[config.mk]
export PLATFORM = sky130hd
export DESIGN_NAME = pce_input_top
export DESIGN_NICKNAME = d
export VERILOG_FILES = /design/src/hw/pce_input_pkg.sv /design/src/hw/pad_bus_if.sv /design/src/hw/port_sequencer.sv /design/src/hw/pad_encoder.sv /design/src/hw/mouse_tracker.sv /design/src/hw/pce_input_top.sv
export SDC_FILE = /design/constraint.sdc
export NUM_CORES = 1
export LEC_CHECK = 0
export BUFFER_PORTS_ARGS = -buffer_cell sky130_fd_sc_hd__buf_2
export CAP_MARGIN = 20
export CORE_MARGIN = 1
export CORE_UTILIZATION = 45
export CTS_BUF_LIST = sky130_fd_sc_hd__clkbuf_8
export DETAILED_ROUTE_END_ITERATION = 10
export GPL_ROUTABILITY_DRIVEN = 1
export HOLD_SLACK_MARGIN = 0.03
export PLACE_DENSITY_LB_ADDON = 0.25
export SYNTH_ARGS = -nofsm -noshare
export SYNTH_HDL_FRONTEND = slang
export SYNTH_SLANG_ARGS = --single-unit
[constraint.sdc]
create_clock -name clk_sys -period 5.38 [get_ports clk_sys]
set_input_delay 1.076 -clock clk_sys [delete_from_list [all_inputs] [get_ports clk_sys]]
set_output_delay 1.076 -clock clk_sys [all_outputs]
set_load 0.02 [all_outputs]
[src/hw/pce_input_pkg.sv]
////////////////////////////////////////
// Shared widths, types and limits for the
// PC Engine controller-port input path.
// Imported inside each module body.
////////////////////////////////////////

`default_nettype none

package pce_input_pkg;

	////////////////////////////////////////
	// Pad words
	////////////////////////////////////////

	// Directions, I, II, Select, Run, III..VI
	localparam int PAD_BITS = 12;

	// Ports on the multitap
	localparam int PORT_COUNT = 5;

	// Bit set means pressed
	// 3:0 up/down/left/right, 7:4 Run/Select/II/I, 11:8 VI..III
	typedef logic [PAD_BITS-1:0] pad_t;

	// One console read
	typedef logic [3:0] nibble_t;

	// Port index, 5..7 reads as an empty port
	typedef logic [2:0] port_idx_t;

	// Empty port nibble
	localparam nibble_t NO_PAD_NIBBLE = 4'hF;

	////////////////////////////////////////
	// Mouse
	////////////////////////////////////////

	typedef logic [1:0] mouse_nib_t;
	typedef logic [7:0] mouse_delta_t;

	// Strobe toggles once per packet; flags[0] left, flags[1] right
	typedef struct packed {
		logic         strobe;
		mouse_delta_t dy;
		mouse_delta_t dx;
		logic [7:0]   flags;
	} ps2_mouse_t;

	// CLR low this long puts the scan counter back to its last nibble
	localparam int MOUSE_IDLE_LIMIT = 32767;
	localparam int IDLE_BITS = $clog2(MOUSE_IDLE_LIMIT + 1);
	typedef logic [IDLE_BITS-1:0] idle_cnt_t;

endpackage

`default_nettype wire

[src/hw/pad_bus_if.sv]
////////////////////////////////////////
// Scan state from the port sequencer to
// the encoder and the mouse tracker.
////////////////////////////////////////

`timescale 1ns/100ps
`default_nettype none

interface pad_bus_if;
	import pce_input_pkg::*;

	// Registered strobe levels
	logic       clr;
	logic       sel;

	port_idx_t  port_sel;
	logic       high_bank;
	mouse_nib_t mouse_nib;

	// Single cycle pulses
	logic       mouse_commit;
	logic       scan_start;

	modport seq (output clr, sel, port_sel, high_bank, mouse_nib, mouse_commit, scan_start);

	modport dp (input clr, sel, port_sel, high_bank, mouse_nib, mouse_commit, scan_start);

endinterface

`default_nettype wire

[src/hw/port_sequencer.sv]
////////////////////////////////////////
// Follows the console CLR/SEL strobes and
// owns the scan state: multitap port, six
// button bank, mouse nibble and idle timer.
////////////////////////////////////////

`timescale 1ns/100ps
`default_nettype none

module port_sequencer (
	input  logic clk_sys,
	input  logic reset,
	input  logic clr,
	input  logic sel,
	input  logic tap_en,
	input  logic six_button_en,
	pad_bus_if.seq bus
);
	import pce_input_pkg::*;

	logic       clr_q;
	logic       sel_q;
	logic       clr_rise;
	logic       sel_rise;

	port_idx_t  port_q;
	logic       bank_q;
	mouse_nib_t nib_q;
	logic       commit_q;
	logic       scan_q;
	idle_cnt_t  idle_cnt;
	logic       idle_hit;

	// Edges against last cycle's sample
	assign clr_rise = clr & ~clr_q;
	assign sel_rise = sel & ~sel_q;

	assign idle_hit = (idle_cnt == idle_cnt_t'(MOUSE_IDLE_LIMIT));

	////////////////////////////////////////
	// Strobe sampling and idle timer
	////////////////////////////////////////

	always_ff @(posedge clk_sys) begin
		if (reset) begin
			clr_q    <= 1'b0;
			sel_q    <= 1'b0;
			idle_cnt <= '0;
		end else begin
			clr_q <= clr;
			sel_q <= sel;
			// Saturates until CLR comes back
			if (clr)
				idle_cnt <= '0;
			else if (!idle_hit)
				idle_cnt <= idle_cnt + 1'b1;
		end
	end

	////////////////////////////////////////
	// Scan state
	////////////////////////////////////////

	always_ff @(posedge clk_sys) begin
		if (reset) begin
			port_q   <= '0;
			bank_q   <= 1'b0;
			nib_q    <= 2'd3;
			commit_q <= 1'b0;
			scan_q   <= 1'b0;
		end else begin
			scan_q   <= clr_rise;
			commit_q <= clr_rise && (nib_q == 2'd3);

			// Resync first, a new scan on the same cycle still advances
			if (idle_hit)
				nib_q <= 2'd3;
			if (clr_rise) begin
				bank_q <= ~bank_q & six_button_en;
				nib_q  <= nib_q + 2'd1;
			end

			// Multitap stepping, stops at the last index
			if (clr)
				port_q <= '0;
			else if (sel_rise && tap_en && (port_q != '1))
				port_q <= port_q + 3'd1;
		end
	end

	assign bus.clr          = clr_q;
	assign bus.sel          = sel_q;
	assign bus.port_sel     = port_q;
	assign bus.high_bank    = bank_q;
	assign bus.mouse_nib    = nib_q;
	assign bus.mouse_commit = commit_q;
	assign bus.scan_start   = scan_q;

endmodule

`default_nettype wire

[src/hw/pad_encoder.sv]
////////////////////////////////////////
// Picks the nibble the console reads for
// the current port, bank and SEL level,
// and registers it onto the port lines.
////////////////////////////////////////

`timescale 1ns/100ps
`default_nettype none

module pad_encoder (
	input  logic                    clk_sys,
	input  logic                    reset,
	pad_bus_if.dp                   bus,
	input  logic                    mouse_en,
	input  pce_input_pkg::pad_t     pad0,
	input  pce_input_pkg::pad_t     pad1,
	input  pce_input_pkg::pad_t     pad2,
	input  pce_input_pkg::pad_t     pad3,
	input  pce_input_pkg::pad_t     pad4,
	input  logic [1:0]              ps2_buttons,
	input  pce_input_pkg::nibble_t  move_nibble,
	output pce_input_pkg::nibble_t  port_nibble
);
	import pce_input_pkg::*;

	pad_t    pads [PORT_COUNT];
	pad_t    cur_pad;
	nibble_t next_nibble;

	// Console lines are active low
	function automatic nibble_t pad_nibble(input pad_t p, input logic high, input logic s);
		nibble_t n;
		case ({high, s})
			2'b00:   n = ~p[7:4];
			2'b01:   n = ~{p[1], p[2], p[0], p[3]};
			2'b10:   n = ~p[11:8];
			default: n = 4'h0;
		endcase
		return n;
	endfunction

	assign pads[0] = pad0;
	assign pads[1] = pad1;
	assign pads[2] = pad2;
	assign pads[3] = pad3;
	assign pads[4] = pad4;

	always_comb begin
		cur_pad = pads[0];
		for (int i = 1; i < PORT_COUNT; i++) begin
			if (bus.port_sel == port_idx_t'(i))
				cur_pad = pads[i];
		end
	end

	////////////////////////////////////////
	// Nibble select
	////////////////////////////////////////

	always_comb begin
		if (bus.port_sel >= port_idx_t'(PORT_COUNT))
			next_nibble = NO_PAD_NIBBLE;
		else if (mouse_en && (bus.port_sel == '0))
			// Mouse ignores the bank
			next_nibble = bus.sel ? move_nibble : ~{pad0[7], pad0[6], ps2_buttons[1], ps2_buttons[0]};
		else
			next_nibble = pad_nibble(cur_pad, bus.high_bank, bus.sel);
	end

	always_ff @(posedge clk_sys) begin
		if (reset || bus.clr)
			port_nibble <= '0;
		else
			port_nibble <= next_nibble;
	end

endmodule

`default_nettype wire

[src/hw/mouse_tracker.sv]
////////////////////////////////////////
// Collects PS/2 mouse deltas between scans
// and hands the committed pair out one
// nibble per CLR scan.
////////////////////////////////////////

`timescale 1ns/100ps
`default_nettype none

module mouse_tracker (
	input  logic                      clk_sys,
	input  logic                      reset,
	input  pce_input_pkg::ps2_mouse_t ps2_mouse,
	pad_bus_if.dp                     bus,
	output pce_input_pkg::nibble_t    move_nibble
);
	import pce_input_pkg::*;

	logic         strobe_q;
	logic         new_packet;

	// Deltas gathered since the last commit
	mouse_delta_t pend_x;
	mouse_delta_t pend_y;

	// Deltas the console is reading now
	mouse_delta_t ms_x;
	mouse_delta_t ms_y;

	// Strobe level one cycle back
	always_ff @(posedge clk_sys) begin
		strobe_q <= ps2_mouse.strobe;
	end

	assign new_packet = strobe_q ^ ps2_mouse.strobe;

	////////////////////////////////////////
	// Pending and committed deltas
	////////////////////////////////////////

	always_ff @(posedge clk_sys) begin
		if (reset) begin
			pend_x <= '0;
			pend_y <= '0;
			ms_x   <= '0;
			ms_y   <= '0;
		end else begin
			if (bus.mouse_commit) begin
				ms_x   <= pend_x;
				ms_y   <= pend_y;
				pend_x <= '0;
				pend_y <= '0;
			end
			// A packet landing on a commit starts the next pair
			if (new_packet) begin
				pend_x <= 8'd0 - ps2_mouse.dx;
				pend_y <= ps2_mouse.dy;
			end
		end
	end

	////////////////////////////////////////
	// Movement nibble
	////////////////////////////////////////

	always_comb begin
		case (bus.mouse_nib)
			2'd0:    move_nibble = ms_x[7:4];
			2'd1:    move_nibble = ms_x[3:0];
			2'd2:    move_nibble = ms_y[7:4];
			default: move_nibble = ms_y[3:0];
		endcase
	end

endmodule

`default_nettype wire

[src/hw/pce_input_top.sv]
////////////////////////////////////////
// Controller-port input path top level.
// Takes the console CLR/SEL strobes, pads
// and PS/2 mouse, returns the read nibble.
////////////////////////////////////////

`timescale 1ns/100ps
`default_nettype none

module pce_input_top (
	input  logic                      clk_sys,
	input  logic                      reset,
	input  logic                      clr,
	input  logic                      sel,
	input  logic                      tap_en,
	input  logic                      six_button_en,
	input  logic                      mouse_en,
	input  pce_input_pkg::pad_t       pad0,
	input  pce_input_pkg::pad_t       pad1,
	input  pce_input_pkg::pad_t       pad2,
	input  pce_input_pkg::pad_t       pad3,
	input  pce_input_pkg::pad_t       pad4,
	input  pce_input_pkg::ps2_mouse_t ps2_mouse,
	output pce_input_pkg::nibble_t    port_nibble
);
	import pce_input_pkg::*;

	nibble_t move_nibble;

	pad_bus_if bus_i ();

	port_sequencer port_sequencer_i (
		.clk_sys       (clk_sys),
		.reset         (reset),
		.clr           (clr),
		.sel           (sel),
		.tap_en        (tap_en),
		.six_button_en (six_button_en),
		.bus           (bus_i.seq)
	);

	mouse_tracker mouse_tracker_i (
		.clk_sys     (clk_sys),
		.reset       (reset),
		.ps2_mouse   (ps2_mouse),
		.bus         (bus_i.dp),
		.move_nibble (move_nibble)
	);

	// Buttons go straight to the encoder, deltas through the tracker
	pad_encoder pad_encoder_i (
		.clk_sys     (clk_sys),
		.reset       (reset),
		.bus         (bus_i.dp),
		.mouse_en    (mouse_en),
		.pad0        (pad0),
		.pad1        (pad1),
		.pad2        (pad2),
		.pad3        (pad3),
		.pad4        (pad4),
		.ps2_buttons (ps2_mouse.flags[1:0]),
		.move_nibble (move_nibble),
		.port_nibble (port_nibble)
	);

endmodule

`default_nettype wire

# --- After elaboration in Yosys (flattened, before gate mapping) ---
# Index checks and enable logic that the tools add are counted.
totals:
  register_bits: 61
  wordCells: 65
  in_bits: 92
  output_inout_bits: 4
classes:
  mux: 14
  n_reduce_logical: 11
  bitwise: 11
  eq_ne: 11
  order_cmp: 1
  add_sub_neg: 4
op_table:
  columns: ["cell", "count"]
  rows:
  - ["12-bit 2-to-1 mux", 4]
  - ["8-bit 2-to-1 mux", 3]
  - ["4-bit one-hot mux with 3 select lines", 2]
  - ["4-bit inverter", 4]
  - ["15-bit by 1-bit adder with 15-bit output, second input constant", 1]
  - ["15-bit equality test, second input constant", 1]
  - ["4-bit 2-to-1 mux", 3]
  - ["1-bit by 8-bit subtractor with 8-bit output, first input constant", 1]
  - ["2-bit equality test, second input constant", 3]
  - ["3-bit by 2-bit equality test with 1-bit output, second input constant", 2]
  - ["2-bit by 1-bit equality test with 1-bit output, second input constant", 2]
  - ["1-bit logical AND", 4]
  - ["2-bit zero test", 2]
  - ["2-bit 2-to-1 mux", 2]
  - ["2-bit nonzero test", 2]
  - ["3-bit by 1-bit adder with 3-bit output, second input constant", 1]
  - ["1-bit AND", 3]
  - ["3-bit by 1-bit equality test with 1-bit output, second input constant", 1]
  - ["3-bit equality test, second input constant", 1]
  - ["3-bit greater-or-equal comparator, second input constant", 1]
  - ["3-bit zero test", 1]
  - ["3-bit != test, second input constant", 1]
  - ["1-bit inverter", 3]
  - ["2-bit by 1-bit adder with 2-bit output, second input constant", 1]
  - ["other kinds (3)", 3]

# --- Depth between registers and ports, before layout ---
depth:
  depth_word: 9
  ltp_mapped: 10
  depth_no_buf: 7

# --- By module ---
# A second synthesis with hierarchy kept.
hier_totals:
  hier_cells: 375
  area_unflattened_um2: 3378.2
by_module_without_submodules:
  columns: ["mod", "seq_area_each_um2", "instances", "cells_per_inst", "area_each_um2"]
  rows:
  - ["mouse_tracker", 660.6, 1, 144, 1403.8]
  - ["port_sequencer", 500.5, 1, 116, 1098.6]
  - ["pad_encoder", 80.1, 1, 115, 875.8]

# --- Least setup slack after synthesis ---
# OpenSTA, ideal clock, no wires.
synth_timing:
  path_type: "input port to flip-flop"
  start: "input ps2_mouse[9] (netlist name)"
  end: "register mouse_tracker_i.pend_x[7]"
  path_slack_ns: 3.125
  setup_ns: 0.128
  stages: 5
  arrival_ns: 2.127
  path_buffers: 0
  required_time_ns: 5.252
  path_cell_list: "or4_1 nor4_1 xnor2_1 a21oi_1 nor2_1"
synth_between:
  elab_chain_cells: 2
synth_lines:
  columns: ["item", "line_no", "source"]
  rows:
  - ["start, declared", "pce_input_top.sv:23", "input pce_input_pkg::ps2_mouse_t ps2_mouse,"]
  - ["1-bit by 8-bit subtractor with 8-bit output", "mouse_tracker.sv:56", "pend_x <= 8'd0 - ps2_mouse.dx;"]
  - ["8-bit 2-to-1 mux", "mouse_tracker.sv:55", "if (new_packet) begin"]
  - ["end signal, assigned", "mouse_tracker.sv:56", null]
  - ["end, declared", "mouse_tracker.sv:23", "mouse_delta_t pend_x;"]
# No other way between the ends.
# A chain may end at the register's enable or synchronous reset.

# --- Worst setup path after layout ---
layout_timing:
  start: "register port_sequencer_i.port_q[2], in the netlist port_sequencer_i.bus.port_sel[2]"
  end: "register pad_encoder_i.port_nibble[0]"
layout_between:
  elab_chain_cells: 9
  word_cells_on_any_way: 17
  cone_classes: "order compare (1); eq/ne (4); mux (7); bitwise (3); reduce/logical (2)"
layout_lines:
  columns: ["item", "line_no", "source"]
  rows:
  - ["start, declared", "port_sequencer.sv:26", "port_idx_t port_q;"]
  - ["start signal, assigned", "port_sequencer.sv:87", "port_q <= port_q + 3'd1;"]
  - ["3-bit by 1-bit equality test with 1-bit output", "pad_encoder.sv:51", "if (bus.port_sel == port_idx_t'(i))"]
  - ["12-bit 2-to-1 mux (4 in series)", "pad_encoder.sv:51", null]
  - ["4-bit inverter, on equally long branches", "pad_encoder.sv:36, pad_encoder.sv:34, pad_encoder.sv:35", null]
  - ["4-bit one-hot mux with 3 select lines", "pad_encoder.sv:33", "case ({high, s})"]
  - ["4-bit 2-to-1 mux", "pad_encoder.sv:63", "else if (mouse_en && (bus.port_sel == '0))"]
  - ["4-bit 2-to-1 mux *", "pad_encoder.sv:61", "if (bus.port_sel >= port_idx_t'(PORT_COUNT))"]
  - ["end signal, assigned", "pad_encoder.sv:74", "port_nibble <= next_nibble;"]
  - ["end, declared", "pad_encoder.sv:22", "output pce_input_pkg::nibble_t port_nibble"]
# Mark *: on every way between the ends. The rest lies on a longest branch, timed or not.

==> flow_metrics.py <==
metrics = {
    "logic_synthesis": {
        "syn_inst": 409,
        "yosysWarnings": 0,
        "syn_avg_cell_area_um2": 8.60,
        "synth_cell_types": 55,
        "ys.flop_type": "dfxtp_1",
        "ys_seq_area_frac": 0.347,
        "async_flop_share": 0,
        "syn-num-nets": 514,
        "ys_ff_latch": 61,
        "synth_edf_count": 0,
        "syn-cell-area_um2": 3520,
    },
    "sta": {
        "max_freq_ghz": 0.384,
        "rsz0062_at_grt": "no",
        "setup_ws_ns": 2.77,
        "hold_violations": 0,
        "fin_crit_ns": 2.61,
        "finalSetupTns_ns": 0,
        "setup_viol": 0,
        "period_share": 0.484,
        "fin_worst_skew_ns": 0.0123,
        "whs_ns": 0.480,
        "report.final.slew_viol_count": 0,
        "tightestPinTransition_ns": 0.853,
        "maxSlewHeadroom": 0.431,
    },
    "detailed_routing": {
        "vias": 3180,
        "drt-total-wl_mm": 8.12,
        "via_per_inst": 5.41,
        "drt-pass1-iter-count": 4,
        "wire_per_inst_um": 13.8,
        "drt_iter0_markers": 102,
        "route.detailed.drc": 0,
        "ant_nets": 0,
    },
    "final_layout": {
        "diodes": 0,
        "area_growth_pct": 18.7,
        "nets": 590,
        "drive_gt1_frac": 0.239,
        "fin_cells": 588,
        "post-route-util": 0.563,
    },
    "clock_tree": {
        "cts.htree.levels": 3,
        "clk_latency_ns": 0.33,
        "cts_num_sinks": 61,
        "clk_path_buf_depth": 2,
        "hold_buffers": 0,
        "cts_inserted_buffers": 9,
        "cts_resized": 0,
        "clk_pin_slew_ns": 0.07,
        "cts_setup_buffers": 0,
        "cts_root_buf": "clkbuf_8",
        "cts_tree": "built",
    },
    "floorplanning": {
        "die_x_um": 90.4,
        "core_um2": 7410,
        "ios": 96,
        "die_h_um": 90.4,
        "dieArea_um2": 8170,
        "start_util": 0.475,
        "core.rowCount": 31,
    },
    "critical_path": {
        "cp-end-kind": "flip-flop",
        "worst-path-buf-inv": 1,
        "slowest_delay_ns": 0.87,
        "cp.arrival_ns": 2.89,
        "crit_chain": "inv_1 -> ha_1 -> a2111oi_0 -> o311ai_1 -> a31oi_1 -> o21a_1",
        "worstSetupPathType": "reg -> reg",
        "startpoint": "port_sequencer_i.bus.port_sel[2]",
        "rr_startpoint": "port_sequencer_i.bus.port_sel[2]",
        "cp_top_family": "compound AO/OA/AOI/OAI gates",
        "critPathRequiredTime_ns": 5.66,
        "r2r_cells": 6,
        "crit_fanout": 30,
        "crit_path_start_kind": "flip-flop",
        "r2r_slack_ns": 2.77,
        "critical_path.slowest_cell": "dfxtp_1",
        "crit_cells": 6,
    },
    "grt": {
        "antenna_found_initial": 0,
        "gr-total-overflow": 0,
        "grt_usage": 0.199,
        "grt_pass1_wl_mm": 13.3,
        "grt_pass1_vias": 2916,
        "grt_max_degree": 41,
    },
    "placed_design": {
        "dp.cells": 573,
        "place_ws_ns": 2.81,
        "io_buffers": 89,
        "place_congestion": 0.866,
        "dp_hpwl_mm": 5.92,
    },
    "flow_run": {
        "cap_violations": 0,
    },
    "hold_path": {
        "holdCritStartpoint": "port_sequencer_i.idle_cnt[1]",
        "hp-class": "reg -> reg",
        "hold_depth": 2,
    },
    "status": {
        "status": "finished clean",
    },
    "power_and_ir_drop": {
        "power.leakage_uw": 0.00170,
        "ir_drop_uv": 132,
        "power.density_nw_per_um2": 255,
    },
}
-- stage by stage --
| stage | power, µW | area (µm²) |
|---|---|---|
| 6_report | 1060 | 4170 |
| 5_1_grt | 1110 | 4170 |
| 4_1_cts | 1070 | 4170 |
| 3_5_place_dp | 637 | 3960 |
| 3_3_place_gp | 633 | 3960 |
| 2_1_floorplan | 583 | 3520 |
-- synthesized netlist by cell type, types with 6 or more instances --
master    count  area [µm²]
and3b_1       8        70.1
ha_1         13         163
a22oi_1       7        52.6
dfxtp_1      61        1220
nand2_1      26        97.6
nor4bb_1      6        60.1
xor2_1        8        70.1
o21ai_0       9        45.0
o311ai_1      8        70.1
mux2i_1      19         190
a31oi_1       9        56.3
xnor2_1       7        61.3
nor3b_1      17         128
nor2_1       63         236
nor2b_1       6        37.5
clkbuf_1     11        41.3
nand3_1       8        40.0
a21oi_1      22         110
inv_1        12        45.0
buf_2         6        30.0
-- final timing paths --
path / endpoint
max: pad_encoder_i.port_nibble[0]
min: port_sequencer_i.idle_cnt[1]
max reg2reg: pad_encoder_i.port_nibble[0]
min reg2reg: port_sequencer_i.idle_cnt[1]
-- placed cells by master (no fill, tap or decap), types with 9 or more instances in the layout --
master,instances
nor3b_1,17
buf_2,89
ha_1,13
o21ai_0,9
mux2i_1,19
a21oi_1,22
nor2_1,63
a31oi_1,9
clkbuf_8,10
inv_1,13
dfxtp_1,61
nand2_1,26
-- routing by layer --
layer  share of wire  track usage  up-vias
li1                -            -     1633
met2            0.44        0.310      100
met5               0            0        -
met3           0.059       0.0438       14
met1            0.49        0.270     1433
met4           0.017       0.0726        0
-- final cells by class --
type	count	area [µm²]
clock inverters	5	76.3
clock buffers	10	138
multi-input cells	309	2110
flip-flops and latches	61	1220
well taps	99	124
inverters	13	48.8
fillers	682	3230
repair buffers	91	460
-- flip-flops by register name (all words and copies together), names as in the netlist --
name                               count
pad_encoder_i.port_nibble              4
port_sequencer_i.bus.high_bank         1
mouse_tracker_i.strobe_q               1
port_sequencer_i.bus.sel               1
port_sequencer_i.idle_cnt             15
port_sequencer_i.bus.mouse_nib         2
mouse_tracker_i.ms_y                   8
mouse_tracker_i.pend_x                 8
port_sequencer_i.bus.mouse_commit      1
mouse_tracker_i.pend_y                 8
port_sequencer_i.bus.clr               1
mouse_tracker_i.ms_x                   8
port_sequencer_i.bus.port_sel          3
-- cells by family (layout without fill, tap and decap cells) --
| family | count (synthesis) | count (layout) | share of synthesized area |
|---|---|---|---|
| XOR/XNOR | 15 | 15 | 0.0374 |
| adder cells (fa/ha/maj) | 13 | 13 | 0.0462 |
| buffers and inverters | 39 | 119 | 0.0562 |
| AND/OR/NAND/NOR | 171 | 171 | 0.269 |
| flip-flops | 61 | 61 | 0.347 |
| multiplexers | 19 | 19 | 0.0541 |
| AO/OA/AOI/OAI | 91 | 91 | 0.190 |
-- worst min-delay path: stages, from the launching register on --
cell,delay (ns)
dfxtp_1,0.33
nand2_1,0.06
a21oi_1,0.05
-- power by group --
group	leakage (µW)	total (µW)	internal [µW]	switching, µW
Sequential	0.000498	484	471	12.9
Clock	0.000110	435	268	166
Combinational	0.00109	144	70.2	74.1
Total	0.00170	1060	809	253
Power figures use the tool's default switching activity.
